--- src/rv_isa_pkg.sv ---
package rv_isa_pkg;

  // Base integer register width
  localparam int xlen = 32;

  // M-extension funct3 codes for the multiply group
  // Division codes have bit 2 set
  localparam logic [2:0] mul_op_mul    = 3'b000;
  localparam logic [2:0] mul_op_mulh   = 3'b001;
  localparam logic [2:0] mul_op_mulhsu = 3'b010;
  localparam logic [2:0] mul_op_mulhu  = 3'b011;

  // Trap cause as raised upstream, retired unchanged
  typedef logic [1:0] trap_code_t;

  // Instruction word, seen raw or split into R-type fields
  typedef union packed {
    logic [31:0] raw;
    struct packed {
      logic [6:0] funct7;
      logic [4:0] rs2;
      logic [4:0] rs1;
      logic [2:0] funct3;
      logic [4:0] rd;
      logic [6:0] opcode;
    } r;
  } rv_instr_u;

endpackage

--- src/rv_wb_pkg.sv ---
package rv_wb_pkg;

  // Result source select, codes 6 and 7 unused
  localparam logic [2:0] res_alu      = 3'd0;
  localparam logic [2:0] res_load     = 3'd1;
  localparam logic [2:0] res_pc_plus4 = 3'd2;
  localparam logic [2:0] res_jb_tgt   = 3'd3;
  localparam logic [2:0] res_csr      = 3'd4;
  localparam logic [2:0] res_m_ext    = 3'd5;

  // Slots in the retire consumer buffer, also the credit count at reset
  localparam int retire_credits = 4;

  // Counter must hold every value from zero up to full
  localparam int credit_cnt_w = $clog2(retire_credits + 1);

endpackage

--- src/rv_wb_if.sv ---
`timescale 1ns/1ps

// Bundle handed over from the memory stage
interface rv_wb_in_if import rv_isa_pkg::*; ();
  logic            instr_valid;
  logic [2:0]      res_src;
  rv_instr_u       instr;
  logic [xlen-1:0] alu_result;
  logic [xlen-1:0] ld_data;
  logic [xlen-1:0] pc_plus4;
  logic [xlen-1:0] jb_tgt;
  logic [xlen-1:0] csr_rdata;
  logic [xlen-1:0] m_result;
  logic [xlen-1:0] rs1_data;
  logic [xlen-1:0] rs2_data;
  logic [63:0]     product_64;
  logic            trap;
  trap_code_t      trap_code;
  logic            is_ebreak;
  logic            reg_write;

  modport src (
    output instr_valid, res_src, instr, alu_result, ld_data, pc_plus4, jb_tgt,
    output csr_rdata, m_result, rs1_data, rs2_data, product_64, trap, trap_code,
    output is_ebreak, reg_write
  );

  modport dst (
    input instr_valid, res_src, instr, alu_result, ld_data, pc_plus4, jb_tgt,
    input csr_rdata, m_result, rs1_data, rs2_data, product_64, trap, trap_code,
    input is_ebreak, reg_write
  );
endinterface

// Registered record of one retired instruction
interface rv_retire_if import rv_isa_pkg::*; ();
  logic            valid;
  logic [31:0]     instr;
  logic [xlen-1:0] pc;
  logic [xlen-1:0] rs1_data;
  logic [xlen-1:0] rs2_data;
  logic [xlen-1:0] rd_data;
  logic            trap;
  trap_code_t      trap_code;
  logic            reg_write;
  logic            ebreak;

  modport src (
    output valid, instr, pc, rs1_data, rs2_data, rd_data, trap, trap_code,
    output reg_write, ebreak
  );

  modport dst (
    input valid, instr, pc, rs1_data, rs2_data, rd_data, trap, trap_code,
    input reg_write, ebreak
  );
endinterface

--- src/rv_mul_fixup.sv ---
`timescale 1ns/1ps

module rv_mul_fixup import rv_isa_pkg::*; (
  input  logic [2*xlen-1:0] product_64_i,
  input  logic [xlen-1:0]   rs1_data_i,
  input  logic [xlen-1:0]   rs2_data_i,
  input  logic [2:0]        op_i,
  output logic [xlen-1:0]   result_o
);

  logic [xlen-1:0] prod_lo;
  logic [xlen-1:0] prod_hi;
  logic            rs1_neg;
  logic            rs2_neg;
  logic [xlen-1:0] hi_su;
  logic [xlen-1:0] hi_ss;

  assign prod_lo = product_64_i[xlen-1:0];
  assign prod_hi = product_64_i[2*xlen-1:xlen];
  assign rs1_neg = rs1_data_i[xlen-1];
  assign rs2_neg = rs2_data_i[xlen-1];

  // A negative operand read as unsigned adds 2^xlen times the other operand
  // to the product, so that operand comes back off the high half
  assign hi_su = prod_hi - (rs1_neg ? rs2_data_i : '0);
  assign hi_ss = hi_su - (rs2_neg ? rs1_data_i : '0);

  always_comb begin
    case (op_i)
      mul_op_mul: begin
        result_o = prod_lo;
      end
      mul_op_mulh: begin
        result_o = hi_ss;
      end
      mul_op_mulhsu: begin
        result_o = hi_su;
      end
      mul_op_mulhu: begin
        result_o = prod_hi;
      end
      // Division codes, result is discarded by the stage
      default: begin
        result_o = prod_lo;
      end
    endcase
  end

endmodule

--- src/rv_retire_credit.sv ---
`timescale 1ns/1ps

module rv_retire_credit import rv_wb_pkg::*; (
  input  logic clk,
  input  logic rst_n_i,
  input  logic instr_valid_i,
  input  logic stall_i,
  input  logic credit_return_i,
  output logic advance_o,
  output logic stall_o
);

  logic [credit_cnt_w-1:0] credit_cnt;
  logic                    has_credit;

  assign has_credit = (credit_cnt != '0);

  // Accept only with a free slot downstream and no hazard stall
  assign advance_o = instr_valid_i && !stall_i && has_credit;

  // Memory stage holds its bundle while a valid instruction waits
  assign stall_o = instr_valid_i && !advance_o;

  // Spend on accept, refill on return, both at once cancel out
  always_ff @(posedge clk or negedge rst_n_i) begin
    if (!rst_n_i) begin
      credit_cnt <= credit_cnt_w'(retire_credits);
    end else if (advance_o && !credit_return_i) begin
      credit_cnt <= credit_cnt - 1'b1;
    end else if (credit_return_i && !advance_o) begin
      credit_cnt <= credit_cnt + 1'b1;
    end
  end

  a_credit_bounded: assert property (
    @(posedge clk) disable iff (!rst_n_i)
    credit_cnt <= credit_cnt_w'(retire_credits)
  );

  // An empty counter spends nothing until a credit comes back
  a_no_advance_empty: assert property (
    @(posedge clk) disable iff (!rst_n_i)
    (credit_cnt == '0) && !credit_return_i |=> (credit_cnt == '0)
  );

  // Consumer cannot free more slots than it owns
  a_no_return_full: assert property (
    @(posedge clk) disable iff (!rst_n_i)
    credit_return_i |-> (credit_cnt != credit_cnt_w'(retire_credits))
  );

endmodule

--- src/rv_retire_reg.sv ---
`timescale 1ns/1ps

module rv_retire_reg import rv_isa_pkg::*; (
  input  logic            clk,
  input  logic            rst_n_i,
  input  logic            advance_i,
  input  logic [31:0]     instr_i,
  input  logic [xlen-1:0] pc_i,
  input  logic [xlen-1:0] rs1_data_i,
  input  logic [xlen-1:0] rs2_data_i,
  input  logic [xlen-1:0] rd_data_i,
  input  logic            trap_i,
  input  trap_code_t      trap_code_i,
  input  logic            reg_write_i,
  input  logic            ebreak_i,
  rv_retire_if.src        ret
);

  // Accepted instruction or an all-zero bubble, one record per cycle
  always_ff @(posedge clk or negedge rst_n_i) begin
    if (!rst_n_i) begin
      ret.valid     <= 1'b0;
      ret.instr     <= '0;
      ret.pc        <= '0;
      ret.rs1_data  <= '0;
      ret.rs2_data  <= '0;
      ret.rd_data   <= '0;
      ret.trap      <= 1'b0;
      ret.trap_code <= '0;
      ret.reg_write <= 1'b0;
      ret.ebreak    <= 1'b0;
    end else begin
      ret.valid     <= advance_i;
      ret.instr     <= advance_i ? instr_i : '0;
      ret.pc        <= advance_i ? pc_i : '0;
      ret.rs1_data  <= advance_i ? rs1_data_i : '0;
      ret.rs2_data  <= advance_i ? rs2_data_i : '0;
      ret.rd_data   <= advance_i ? rd_data_i : '0;
      ret.trap      <= advance_i && trap_i;
      ret.trap_code <= advance_i ? trap_code_i : '0;
      ret.reg_write <= advance_i && reg_write_i;
      ret.ebreak    <= advance_i && ebreak_i;
    end
  end

endmodule

--- src/rv_wb_stage.sv ---
`timescale 1ns/1ps

module rv_wb_stage
  import rv_isa_pkg::*;
  import rv_wb_pkg::*;
(
  input  logic            clk,
  input  logic            rst_n_i,
  input  logic            stall_i,
  input  logic            credit_return_i,
  rv_wb_in_if.dst         wb,
  rv_retire_if.src        ret,
  output logic            stall_o,
  output logic [xlen-1:0] rd_data_wb_o
);

  logic [xlen-1:0] mul_result;
  logic [xlen-1:0] m_ext_result;
  logic [xlen-1:0] pc;
  logic            advance;

  rv_mul_fixup u_mul_fixup (
    .product_64_i (wb.product_64),
    .rs1_data_i   (wb.rs1_data),
    .rs2_data_i   (wb.rs2_data),
    .op_i         (wb.instr.r.funct3),
    .result_o     (mul_result)
  );

  // Divider result is finished upstream, funct3 bit 2 marks division
  assign m_ext_result = wb.instr.r.funct3[2] ? wb.m_result : mul_result;

  // Same-cycle write data for the register file
  always_comb begin
    case (wb.res_src)
      res_alu:      rd_data_wb_o = wb.alu_result;
      res_load:     rd_data_wb_o = wb.ld_data;
      res_pc_plus4: rd_data_wb_o = wb.pc_plus4;
      res_jb_tgt:   rd_data_wb_o = wb.jb_tgt;
      res_csr:      rd_data_wb_o = wb.csr_rdata;
      res_m_ext:    rd_data_wb_o = m_ext_result;
      default:      rd_data_wb_o = '0;
    endcase
  end

  // PC is not carried this far, rebuild it from the link value
  assign pc = wb.pc_plus4 - xlen'(4);

  rv_retire_credit u_retire_credit (
    .clk             (clk),
    .rst_n_i         (rst_n_i),
    .instr_valid_i   (wb.instr_valid),
    .stall_i         (stall_i),
    .credit_return_i (credit_return_i),
    .advance_o       (advance),
    .stall_o         (stall_o)
  );

  rv_retire_reg u_retire_reg (
    .clk         (clk),
    .rst_n_i     (rst_n_i),
    .advance_i   (advance),
    .instr_i     (wb.instr.raw),
    .pc_i        (pc),
    .rs1_data_i  (wb.rs1_data),
    .rs2_data_i  (wb.rs2_data),
    .rd_data_i   (rd_data_wb_o),
    .trap_i      (wb.trap),
    .trap_code_i (wb.trap_code),
    .reg_write_i (wb.reg_write),
    .ebreak_i    (wb.is_ebreak),
    .ret         (ret)
  );

  // Decode upstream never issues a reserved result source
  a_res_src_legal: assert property (
    @(posedge clk) disable iff (!rst_n_i)
    wb.instr_valid |-> (wb.res_src <= res_m_ext)
  );

endmodule

--- src/rv_wb_top.sv ---
`timescale 1ns/1ps

module rv_wb_top import rv_isa_pkg::*; (
  input  logic            clk,
  input  logic            rst_n_i,
  input  logic            stall_i,
  input  logic            credit_return_i,
  input  logic            instr_valid_i,
  input  logic [2:0]      res_src_i,
  input  logic [31:0]     instr_i,
  input  logic [xlen-1:0] alu_result_i,
  input  logic [xlen-1:0] ld_data_i,
  input  logic [xlen-1:0] pc_plus4_i,
  input  logic [xlen-1:0] jb_tgt_i,
  input  logic [xlen-1:0] csr_rdata_i,
  input  logic [xlen-1:0] m_result_i,
  input  logic [xlen-1:0] rs1_data_i,
  input  logic [xlen-1:0] rs2_data_i,
  input  logic [63:0]     product_64_i,
  input  logic            trap_i,
  input  trap_code_t      trap_code_i,
  input  logic            is_ebreak_i,
  input  logic            reg_write_i,
  output logic            stall_o,
  output logic [xlen-1:0] rd_data_wb_o,
  output logic            retire_valid_o,
  output logic [31:0]     retire_instr_o,
  output logic [xlen-1:0] retire_pc_o,
  output logic [xlen-1:0] retire_rs1_data_o,
  output logic [xlen-1:0] retire_rs2_data_o,
  output logic [xlen-1:0] retire_rd_data_o,
  output logic            retire_trap_o,
  output trap_code_t      retire_trap_code_o,
  output logic            retire_reg_write_o,
  output logic            retire_ebreak_o
);

  rv_wb_in_if  wb_in ();
  rv_retire_if ret ();

  // Memory stage bundle
  assign wb_in.instr_valid = instr_valid_i;
  assign wb_in.res_src     = res_src_i;
  assign wb_in.instr       = instr_i;
  assign wb_in.alu_result  = alu_result_i;
  assign wb_in.ld_data     = ld_data_i;
  assign wb_in.pc_plus4    = pc_plus4_i;
  assign wb_in.jb_tgt      = jb_tgt_i;
  assign wb_in.csr_rdata   = csr_rdata_i;
  assign wb_in.m_result    = m_result_i;
  assign wb_in.rs1_data    = rs1_data_i;
  assign wb_in.rs2_data    = rs2_data_i;
  assign wb_in.product_64  = product_64_i;
  assign wb_in.trap        = trap_i;
  assign wb_in.trap_code   = trap_code_i;
  assign wb_in.is_ebreak   = is_ebreak_i;
  assign wb_in.reg_write   = reg_write_i;

  rv_wb_stage u_wb_stage (
    .clk             (clk),
    .rst_n_i         (rst_n_i),
    .stall_i         (stall_i),
    .credit_return_i (credit_return_i),
    .wb              (wb_in.dst),
    .ret             (ret.src),
    .stall_o         (stall_o),
    .rd_data_wb_o    (rd_data_wb_o)
  );

  // Retirement record out to the consumer
  assign retire_valid_o     = ret.valid;
  assign retire_instr_o     = ret.instr;
  assign retire_pc_o        = ret.pc;
  assign retire_rs1_data_o  = ret.rs1_data;
  assign retire_rs2_data_o  = ret.rs2_data;
  assign retire_rd_data_o   = ret.rd_data;
  assign retire_trap_o      = ret.trap;
  assign retire_trap_code_o = ret.trap_code;
  assign retire_reg_write_o = ret.reg_write;
  assign retire_ebreak_o    = ret.ebreak;

endmodule

--- config.mk ---
export PLATFORM = sky130hd
export DESIGN_NAME = rv_wb_top
export DESIGN_NICKNAME = d
export VERILOG_FILES = /design/src/rv_isa_pkg.sv /design/src/rv_wb_pkg.sv /design/src/rv_wb_if.sv /design/src/rv_mul_fixup.sv /design/src/rv_retire_credit.sv /design/src/rv_retire_reg.sv /design/src/rv_wb_stage.sv /design/src/rv_wb_top.sv
export SDC_FILE = /design/constraint.sdc
export NUM_CORES = 1
export LEC_CHECK = 0
export CORE_AREA = 2 2 217 219
export DETAILED_ROUTE_END_ITERATION = 8
export DIE_AREA = 0 0 219 221
export DONT_BUFFER_PORTS = 1
export PLACE_DENSITY = 0.38
export SYNTH_ARGS = -nofsm -noshare
export SYNTH_HDL_FRONTEND = slang
export SYNTH_HIERARCHICAL = 1
export SYNTH_SLANG_ARGS = --single-unit
--- constraint.sdc ---
create_clock -name clk -period 8 [get_ports clk]
set_input_delay 1.6 -clock clk [delete_from_list [all_inputs] [get_ports clk]]
set_output_delay 1.6 -clock clk [all_outputs]
set_load 0.005 [all_outputs]
==> results of run 1 <==
==> synthesized netlist by cell type (4+ instances only) <==
cell type,n
and3_1,9
a21oi_2,4
a22oi_1,74
o21a_1,14
buf_6,17
nand3b_1,4
o31ai_1,6
nor3_1,18
ha_1,64
buf_2,8
nand3_1,53
a21o_1,23
o221ai_1,6
nor3b_1,6
clkbuf_1,48
nand4_1,6
a21oi_1,91
nor4_1,14
o211ai_1,4
and2_1,172
o21bai_1,7
o21ai_0,41
mux2i_1,43
a31oi_1,7
nor2_1,76
or3_1,6
o22ai_1,4
xnor2_1,34
nand2_1,138
a32o_1,5
a211oi_1,4
dfrtp_1,168
nor2b_1,4
xor2_1,48
a32oi_1,6
inv_1,29
nand2b_1,11
==> routing by layer <==
layer	vias to the layer above	wire, um	track usage [%]
li1	4881	-	-
met1	5271	23110	27.26
met2	476	28400	39.43
met3	68	4355	6.735
met4	4	1902	9.917
met5	-	27	0
==> sequential cells by signal (all words and copies together), names as in the netlist <==
name                                   cells
u_wb_stage/u_retire_reg/ret.rs1_data      32
u_wb_stage/u_retire_reg/ret.pc            32
u_wb_stage/u_retire_reg/ret.trap_code      2
u_wb_stage/u_retire_reg/ret.rs2_data      32
u_wb_stage/u_retire_reg/ret.valid          1
u_wb_stage/u_retire_reg/ret.ebreak         1
u_wb_stage/u_retire_reg/ret.reg_write      1
u_wb_stage/u_retire_credit/credit_cnt      3
u_wb_stage/u_retire_reg/ret.rd_data       32
u_wb_stage/u_retire_reg/ret.instr         32
u_wb_stage/u_retire_reg/ret.trap           1
==> worst reg2reg max path: stages (launching register included) <==
cell	delay (ps)
dfstp_2	550
nor3_1	70
nor2_1	140
and2_4	590
ha_1	310
inv_1	60
fa_1	370
xor2_1	150
nor2_1	110
xor2_1	150
==> logic make-up (layout without fill, tap and decap cells) <==
group                    after synthesis  count (layout)  share of synthesized area (%)
AO/OA/AOI/OAI                        350             350                          20.43
XOR/XNOR                              82              82                          5.893
adder cells (fa/ha/maj)               67              67                          7.064
buffers and inverters                106             130                          4.425
flip-flops                           169             169                          34.71
multiplexers                          44              44                          3.624
other                                  0               9                              0
AND/OR/NAND/NOR                      544             544                          23.85
==> timing repair <==
item,in CTS,in global routing
hold buffers,0,0
setup endpoints to repair,3,17
setup buffers,0,19
gates cloned,0,0
resized for setup,4,77
pin swaps,2,51
==> path summary, 6_finish.rpt <==
path | to | startpoint | depth (start not counted)
hold reg to reg | u_wb_stage/u_retire_credit/credit_cnt[0] | u_wb_stage/u_retire_credit/credit_cnt[0] | 1
hold / removal | u_wb_stage/u_retire_credit/credit_cnt[0] | u_wb_stage/u_retire_credit/credit_cnt[0] | 1
min in group asynchronous | u_wb_stage/u_retire_reg/ret.trap_code[0] | rst_n_i | 0
setup reg to reg | u_wb_stage/u_retire_credit/credit_cnt[2] | u_wb_stage/u_retire_credit/credit_cnt[2] | 9
setup / recovery | rd_data_wb_o[19] | rs1_data_i[31] | 26
max in group asynchronous | u_wb_stage/u_retire_credit/credit_cnt[2] | rst_n_i | 0
==> per-stage QoR <==
step	hold WS [ps]	total power [mW]	TNS [ps]	std cells	setup WS (ps)
after floorplan	468.3	1.708	0	1362	357.2
after CTS	511.3	2.912	0	1974	14.48
final	500.5	2.998	0	2002	205.4
after global placement	493.4	2.018	-16.52	1943	-16.52
after detailed placement	495.4	2.006	-3.562	1943	-3.562
after global routing	533.1	3.165	-51.22	1999	-23.92
==> report_power, final <==
group | switching, mW | total [mW] | internal (mW) | leakage [nW]
sequential | 0.0573 | 0.989 | 0.932 | 2.28
combinational | 0.637 | 1.12 | 0.486 | 3.63
clock | 0.414 | 0.886 | 0.472 | 0.295
==> area by class of cell <==
cell class                      count  area, sq um  area share, %
Timing Repair Buffer               69        533.0          3.782
Tap cell                          607        759.5          5.388
Clock buffer                       17        425.4          3.018
Inverter                           30        112.6         0.7989
Clock inverter                     14        177.7          1.261
Sequential cell                   169         4230          30.01
Antenna cell                        9        22.52         0.1598
Multi-Input combinational cell   1087         7834          55.58
==> impl_metrics.json, run 1 <==
{
  "status": "complete, no violations",
  "clkTransAtPathRegs_ps": 80,
  "first_global_vias": 11030,
  "endpoint_kind": "primary output",
  "drt-pass1-iter-count": 6,
  "synth_largest_area_cell": "dfrtp_1",
  "layout.cells.most_common_list": "and2_1 (170), dfrtp_1 (168), nand2_1 (137)",
  "area_grow_syn2layout_pct": 15.66,
  "biggest_area_contributors_in_the_synthesized_netlist": "dfrtp_1 (34%), and2_1 (8.8%), ha_1 (6.6%), a22oi_1 (4.6%), nand2_1 (4.3%)",
  "detail-route-antenna-nets": 0,
  "vias": 10700,
  "critical_path_buf_inv_count": 3,
  "clock_insertion_delay_worst_skew_ps": 490,
  "synth-seq-area-share_pct": 34.71,
  "timing.critical_path.slowest_stage_cell": "fa_2",
  "cap_violations": 0,
  "cp_common_cell": "a21oi_2",
  "layout.cells.most_common": "and2_1",
  "final_layout_size_suffix_gt1_share_pct": 15.37,
  "category_of_cells_accounting_for_the_largest_share_of_critical_path_delay": "compound AO/OA/AOI/OAI gates",
  "synth_fp_nets": 1794,
  "timing.hold.worst.class": "flip-flop to flip-flop",
  "post_synth_num_cell_types": 100,
  "number_of_inserted_filler_cells_in_the_final_layout": 4922,
  "yosys_warnings": 6,
  "grt_first_pass_wirelength_mm": 80.09,
  "setup_viol_count_final": 0,
  "crit_required_ps": 6400,
  "drt-vias-per-instance": 5.345,
  "vdd.ir_drop.worst_mv": 0.1005,
  "area_share_of_the_largest_cell_type_after_synthesis_pct": 34.50,
  "relSlewSlack_pct": 32.55,
  "setup.reg_to_reg.worst_slack_ps": 5430,
  "tritoncts.num_buffers": 17,
  "max_freq_mhz": 128.3,
  "stdcell_area_sq_um": 14090,
  "min_period_over_period_pct": 97.43,
  "critical_path_peak_fanout": 33,
  "ioPinCount": 564,
  "tightest_pin_transition_ps": 1008,
  "report.final.slew_viol_count": 0,
  "global_route_congestion_overflow_total": 0,
  "clock_sinks": 169,
  "floorplan.initialDensity_pct": 26.46,
  "dominantRegCellSynth": "dfrtp_1",
  "post-route-drc-count": 0,
  "htree_num_levels": 4,
  "final_hold_viol_count": 0,
  "synth-edff-count": 0,
  "pwr_density_cell_nw_per_um2": 212.7,
  "port_buffers": 0,
  "floorplan.core_area_sq_um": 46060,
  "async_reset_ff_share_pct": 100.0,
  "initial_drc_count": 926,
  "crit_path_start_kind": "primary input",
  "nNetsFinal": 1806,
  "number_of_storage_elements_in_the_synthesis_netlist": 169,
  "clock_tree_from_tritoncts": "built",
  "detailed_place.area_sq_um": 12920,
  "critPathKind": "primary input to primary output",
  "die_width_um": 219,
  "die_height_um": 221,
  "wl_per_cell_um": 28.87,
  "die_area_sq_um": 48400,
  "number_of_antenna_violations_at_the_first_check_in_global_routing": 9,
  "finalClockSkew_ps": 11.06,
  "track_usage_pct": 23.28,
  "number_of_placement_rows": 79,
  "p_leak_nw": 6.210,
  "finish.utilization_pct": 30.60,
  "ctsRootBufferMaster": "clkbuf_16",
  "timing.critical_path.slowest_cell_delay_ps": 380,
  "placer_congestion": 0.8993,
  "min_period_ps": 7795,
  "hpwlAfterDp_mm": 46.81,
  "syn_avg_cell_area_sq_um": 8.948,
  "synth_area_sq_um": 12190,
  "critical_path_arrival_ps": 6190,
  "syn_inst": 1362,
  "grt_start_max_net_pins": 170,
  "wirelength_mm": 57.80,
  "cts_buffer_depth": 2
}
Power figures use the tool's default switching activity.
==> run 2, diff against run 1 <==
--- a/config.mk
+++ b/config.mk
@@ -10,7 +10,9 @@
 export DIE_AREA = 0 0 219 221
 export DONT_BUFFER_PORTS = 1
 export PLACE_DENSITY = 0.38
+export SLEW_MARGIN = 15
 export SYNTH_ARGS = -nofsm -noshare
 export SYNTH_HDL_FRONTEND = slang
 export SYNTH_HIERARCHICAL = 1
 export SYNTH_SLANG_ARGS = --single-unit
+export TNS_END_PERCENT = 100
==> constraint.sdc (replaced) <==
create_clock -name clk -period 8 [get_ports clk]
set_input_delay 1.6 -clock clk [delete_from_list [all_inputs] [get_ports clk]]
set_output_delay 1.6 -clock clk [all_outputs]
set_load 0.02 [all_outputs]
==> impl_metrics.json, run 2 (synthesized netlist as in run 1, its figures left out) <==
{
  "track_usage_pct": 23.49,
  "nNetsFinal": 1866,
  "grt_setup_unrepaired": "true",
  "critPathKind": "primary input to primary output",
  "placer_congestion": 0.8771,
  "grt_first_pass_wirelength_mm": 80.79,
  "cts_buffer_depth": 2,
  "die_area_sq_um": 48400,
  "die_width_um": 219,
  "ctsRootBufferMaster": "clkbuf_16",
  "timing.hold.worst.class": "flip-flop to flip-flop",
  "port_buffers": 0,
  "first_global_vias": 11370,
  "post-route-drc-count": 0,
  "report.final.slew_viol_count": 0,
  "cap_violations": 0,
  "hpwlAfterDp_mm": 47.11,
  "wirelength_mm": 58.23,
  "clock_tree_from_tritoncts": "built",
  "final_layout_size_suffix_gt1_share_pct": 20.61,
  "min_period_ps": 7986,
  "setup_viol_count_final": 0,
  "clock_sinks": 169,
  "final_hold_viol_count": 0,
  "grt_start_max_net_pins": 170,
  "min_period_over_period_pct": 99.82,
  "global_route_congestion_overflow_total": 0,
  "vias": 10900,
  "vdd.ir_drop.worst_mv": 0.1165,
  "setup_slack_ps": 14.44,
  "clkTransAtPathRegs_ps": 70,
  "critical_path_peak_fanout": 33,
  "detail-route-antenna-nets": 0,
  "relSlewSlack_pct": 48.48,
  "floorplan.core_area_sq_um": 46060,
  "number_of_placement_rows": 79,
  "post-place-ws_ps": -237.1,
  "wl_per_cell_um": 28.25,
  "clock_insertion_delay_worst_skew_ps": 490,
  "finalSetupTns_ps": 0,
  "htree_num_levels": 4,
  "initial_drc_count": 666,
  "crit_path_start_kind": "primary input",
  "multi_input_comb_area_sq_um": 8030,
  "layout.cells.most_common_list": "and2_1 (169), dfrtp_1 (168), nand2_1 (136)",
  "endpoint_kind": "primary output",
  "pwr_density_cell_nw_per_um2": 216.0,
  "tritoncts.num_buffers": 17,
  "detailed_place.area_sq_um": 13400,
  "layout.area.seq_sq_um": 4230,
  "crit_required_ps": 6400,
  "layout.cells.most_common": "and2_1",
  "p_leak_nw": 6.558,
  "timing.critical_path.slowest_cell_delay_ps": 380,
  "dp_cells": 2007,
  "tightest_pin_transition_ps": 770.0,
  "number_of_antenna_violations_at_the_first_check_in_global_routing": 8,
  "drt-vias-per-instance": 5.290,
  "final_cell_count_no_fill": 2061,
  "cp_common_cell": "a21oi_2",
  "number_of_inserted_filler_cells_in_the_final_layout": 4897,
  "finalClockSkew_ps": 8.718,
  "critical_path_arrival_ps": 6390,
  "area_grow_syn2layout_pct": 21.12,
  "stdcell_area_sq_um": 14760,
  "ioPinCount": 564,
  "floorplan.initialDensity_pct": 26.46,
  "drt-pass1-iter-count": 5,
  "hold_slack_final_ps": 508.5,
  "timing.critical_path.slowest_stage_cell": "fa_2",
  "max_freq_mhz": 125.2,
  "die_height_um": 221,
  "setup.reg_to_reg.worst_slack_ps": 5400,
  "status": "complete, no violations"
}
-- run 2: timing repair --
item / CTS / global route
resized for setup: 35 / 98
buffers inserted: 6 / 9
pin swaps: 18 / 58
hold buffers: 0 / 0
setup endpoints to repair: 17 / 19
-- run 2: final timing paths --
path,end,from,depth (start not counted)
max in group asynchronous,u_wb_stage/u_retire_reg/ret.pc[16],rst_n_i,0
worst max-delay path,rd_data_wb_o[31],rs1_data_i[31],29
worst max register to register,u_wb_stage/u_retire_credit/credit_cnt[2],u_wb_stage/u_retire_credit/credit_cnt[2],9
worst min register to register,u_wb_stage/u_retire_credit/credit_cnt[0],u_wb_stage/u_retire_credit/credit_cnt[0],1
min in group asynchronous,u_wb_stage/u_retire_reg/ret.trap_code[0],rst_n_i,0
worst min-delay path,u_wb_stage/u_retire_credit/credit_cnt[0],u_wb_stage/u_retire_credit/credit_cnt[0],1
-- run 2: critical path: cells and delay by family --
kind	cells	cell delay [ps]
simple gates	6	720
xor+xnor	2	290
mux	1	190
buf+inv	4	540
fa+ha+maj	3	870
compound gates	13	2140
-- run 2: report_power, final --
group / internal, mW / switching (mW)
sequential: 0.931 / 0.135
clock: 0.414 / 0.436
combinational: 0.569 / 0.704
total: 1.91 / 1.28
-- run 2: per-stage QoR --
step,power [mW],util [%]
final,3.189,32.04
after global routing,3.368,32.04
after CTS,3.110,30.84
after detailed placement,2.197,29.09
after global placement,2.204,29.09
after floorplan,1.811,-
-- run 2: final cells by class --
type | count | share of cell area [%]
repair buffers | 129 | 6.892
well taps | 607 | 5.145
inverters | 30 | 0.8053
multi-input cells | 1087 | 54.40
clock inverters | 14 | 1.077
clock buffers | 17 | 2.882
flip-flops and latches | 169 | 28.66
diodes | 8 | 0.1356
-- run 2: metal layers --
layer	share of wire [%]	GRT usage, %	vias up
met2	49	40.09	436
li1	-	-	5006
met4	3.2	9.329	2
met1	40	27.65	5386
met5	0.022	0	-
met3	7.1	6.625	72
==> run 3, diff against run 2 <==
==> constraint.sdc (replaced) <==
create_clock -name clk -period 8 [get_ports clk]
set_input_delay 1.6 -clock clk [delete_from_list [all_inputs] [get_ports clk]]
set_output_delay 1.6 -clock clk [all_outputs]
set_load 0.1 [all_outputs]
==> impl_metrics.json, run 3 (synthesized netlist as in run 1, its figures left out) <==
{
  "status": "complete, no violations",
  "tritoncts.num_buffers": 17,
  "critical_path_depth": 28,
  "detailed_place.area_sq_um": 14070,
  "finish.utilization_pct": 33.32,
  "die_height_um": 221,
  "critical_path_buf_inv_count": 6,
  "first_global_vias": 11570,
  "clock_tree_from_tritoncts": "built",
  "clock_insertion_delay_worst_skew_ps": 510,
  "port_buffers": 0,
  "reg2regPathDepth": 9,
  "post-route-drc-count": 0,
  "layout.cells.most_common": "and2_1",
  "nNetsFinal": 1924,
  "final_hold_viol_count": 0,
  "detail-route-antenna-nets": 0,
  "hold_slack_final_ps": 496.0,
  "area_grow_syn2layout_pct": 25.92,
  "grt_first_pass_wirelength_mm": 82.53,
  "grt_setup_unrepaired": "true",
  "crit_required_ps": 6400,
  "wl_per_cell_um": 28.03,
  "pwr_density_cell_nw_per_um2": 250.9,
  "track_usage_pct": 24.12,
  "tightest_pin_transition_ps": 1128,
  "relSlewSlack_pct": 24.62,
  "number_of_placement_rows": 79,
  "critical_path_peak_fanout": 33,
  "die_width_um": 219,
  "vdd.ir_drop.worst_mv": 0.1160,
  "drt-pass1-iter-count": 5,
  "global_route_congestion_overflow_total": 0,
  "placer_congestion": 0.8687,
  "endpoint_kind": "primary output",
  "initial_drc_count": 728,
  "vias": 11120,
  "grt_start_max_net_pins": 170,
  "wirelength_mm": 59.33,
  "clkTransAtPathRegs_ps": 70,
  "cts_hold_buf": 0,
  "floorplan.core_area_sq_um": 46060,
  "cts_buffer_depth": 2,
  "finalClockSkew_ps": 13.74,
  "critPathKind": "primary input to primary output",
  "setup_viol_count_final": 0,
  "ctsRootBufferMaster": "clkbuf_16",
  "p_leak_nw": 6.896,
  "min_period_over_period_pct": 99.84,
  "hpwlAfterDp_mm": 47.64,
  "cp_common_cell": "buf_4",
  "critical_path_arrival_ps": 6390,
  "total_power_mw": 3.851,
  "hold-path-cell-count": 1,
  "die_area_sq_um": 48400,
  "htree_num_levels": 4,
  "ioPinCount": 564,
  "timing.hold.worst.class": "flip-flop to flip-flop",
  "number_of_antenna_violations_at_the_first_check_in_global_routing": 7,
  "category_of_cells_accounting_for_the_largest_share_of_critical_path_delay": "compound AO/OA/AOI/OAI gates",
  "cap_violations": 0,
  "layout.cells.most_common_list": "and2_1 (170), dfrtp_1 (168), buf_4 (162)",
  "floorplan.initialDensity_pct": 26.46,
  "min_period_ps": 7987,
  "stdcell_area_sq_um": 15350,
  "clock_sinks": 169,
  "max_freq_mhz": 125.2,
  "drt-vias-per-instance": 5.250,
  "timing.critical_path.slowest_stage_cell": "fa_2",
  "final_layout_size_suffix_gt1_share_pct": 23.46,
  "report.final.slew_viol_count": 0,
  "timing.critical_path.slowest_cell_delay_ps": 340,
  "crit_path_start_kind": "primary input"
}
==> run 3: cell count changes in the layout (fill, tap and decap cells not counted), sizes merged <==
cell	change
buf	+58
diode	-3
inv	+3
clkinv	-2
clkbuf	+1
clkinvlp	-1
==> run 3: final timing paths <==
kind	start	to	slack [ps]
hold / removal	u_wb_stage/u_retire_credit/credit_cnt[0]	u_wb_stage/u_retire_credit/credit_cnt[0]	500
setup reg to reg	u_wb_stage/u_retire_credit/credit_cnt[2]	u_wb_stage/u_retire_credit/credit_cnt[2]	5370
min in group asynchronous	rst_n_i	u_wb_stage/u_retire_reg/ret.rs2_data[7]	790
hold reg to reg	u_wb_stage/u_retire_credit/credit_cnt[0]	u_wb_stage/u_retire_credit/credit_cnt[0]	500
max in group asynchronous	rst_n_i	u_wb_stage/u_retire_credit/credit_cnt[2]	6890
setup / recovery	rs1_data_i[31]	rd_data_wb_o[17]	10
==> run 3: final cells by class <==
type	count	area [sq um]
flip-flops and latches	169	4230
repair buffers	187	1664
clock inverters	14	170.2
clock buffers	18	439.2
inverters	30	116.4
well taps	607	759.5
diodes	5	12.51
fillers	4855	30720
multi-input cells	1087	7954
==> run 3: power breakdown <==
group	switching [mW]	leakage, nW	internal, mW	total [mW]
clock	0.452	0.298	0.431	0.883
combinational	0.844	4.32	0.645	1.49
sequential	0.560	2.28	0.919	1.48
total	1.86	6.90	1.99	3.85
==> run 3: through the flow <==
step                      setup TNS, ps  setup WS, ps  std cells
after global placement            -2098        -478.7       2059
after global routing              -2821        -283.8       2117
after detailed placement          -2315        -421.8       2059
after floorplan                  -17.06        -17.06       1362
final                                 0         13.07       2117
after CTS                        -99.66        -52.52       2106
==> run 3: what timing repair did <==
item                                    CTS  global route
pin swaps                                32            43
cloned                                    0             0
resized for setup                        44            65
buffers inserted                         15             8
endpoints found under the setup margin   16            18
endpoints found under the hold margin     0             0
==> run 3: per-layer routing <==
| metal | up-vias | global-route usage (%) | share of wire, % |
|---|---|---|---|
| met5 | - | 0.1010 | 0.013 |
| met4 | 2 | 11.14 | 3.7 |
| met3 | 68 | 6.845 | 7.5 |
| met2 | 462 | 40.00 | 49 |
| met1 | 5448 | 28.72 | 40 |
| li1 | 5135 | - | - |
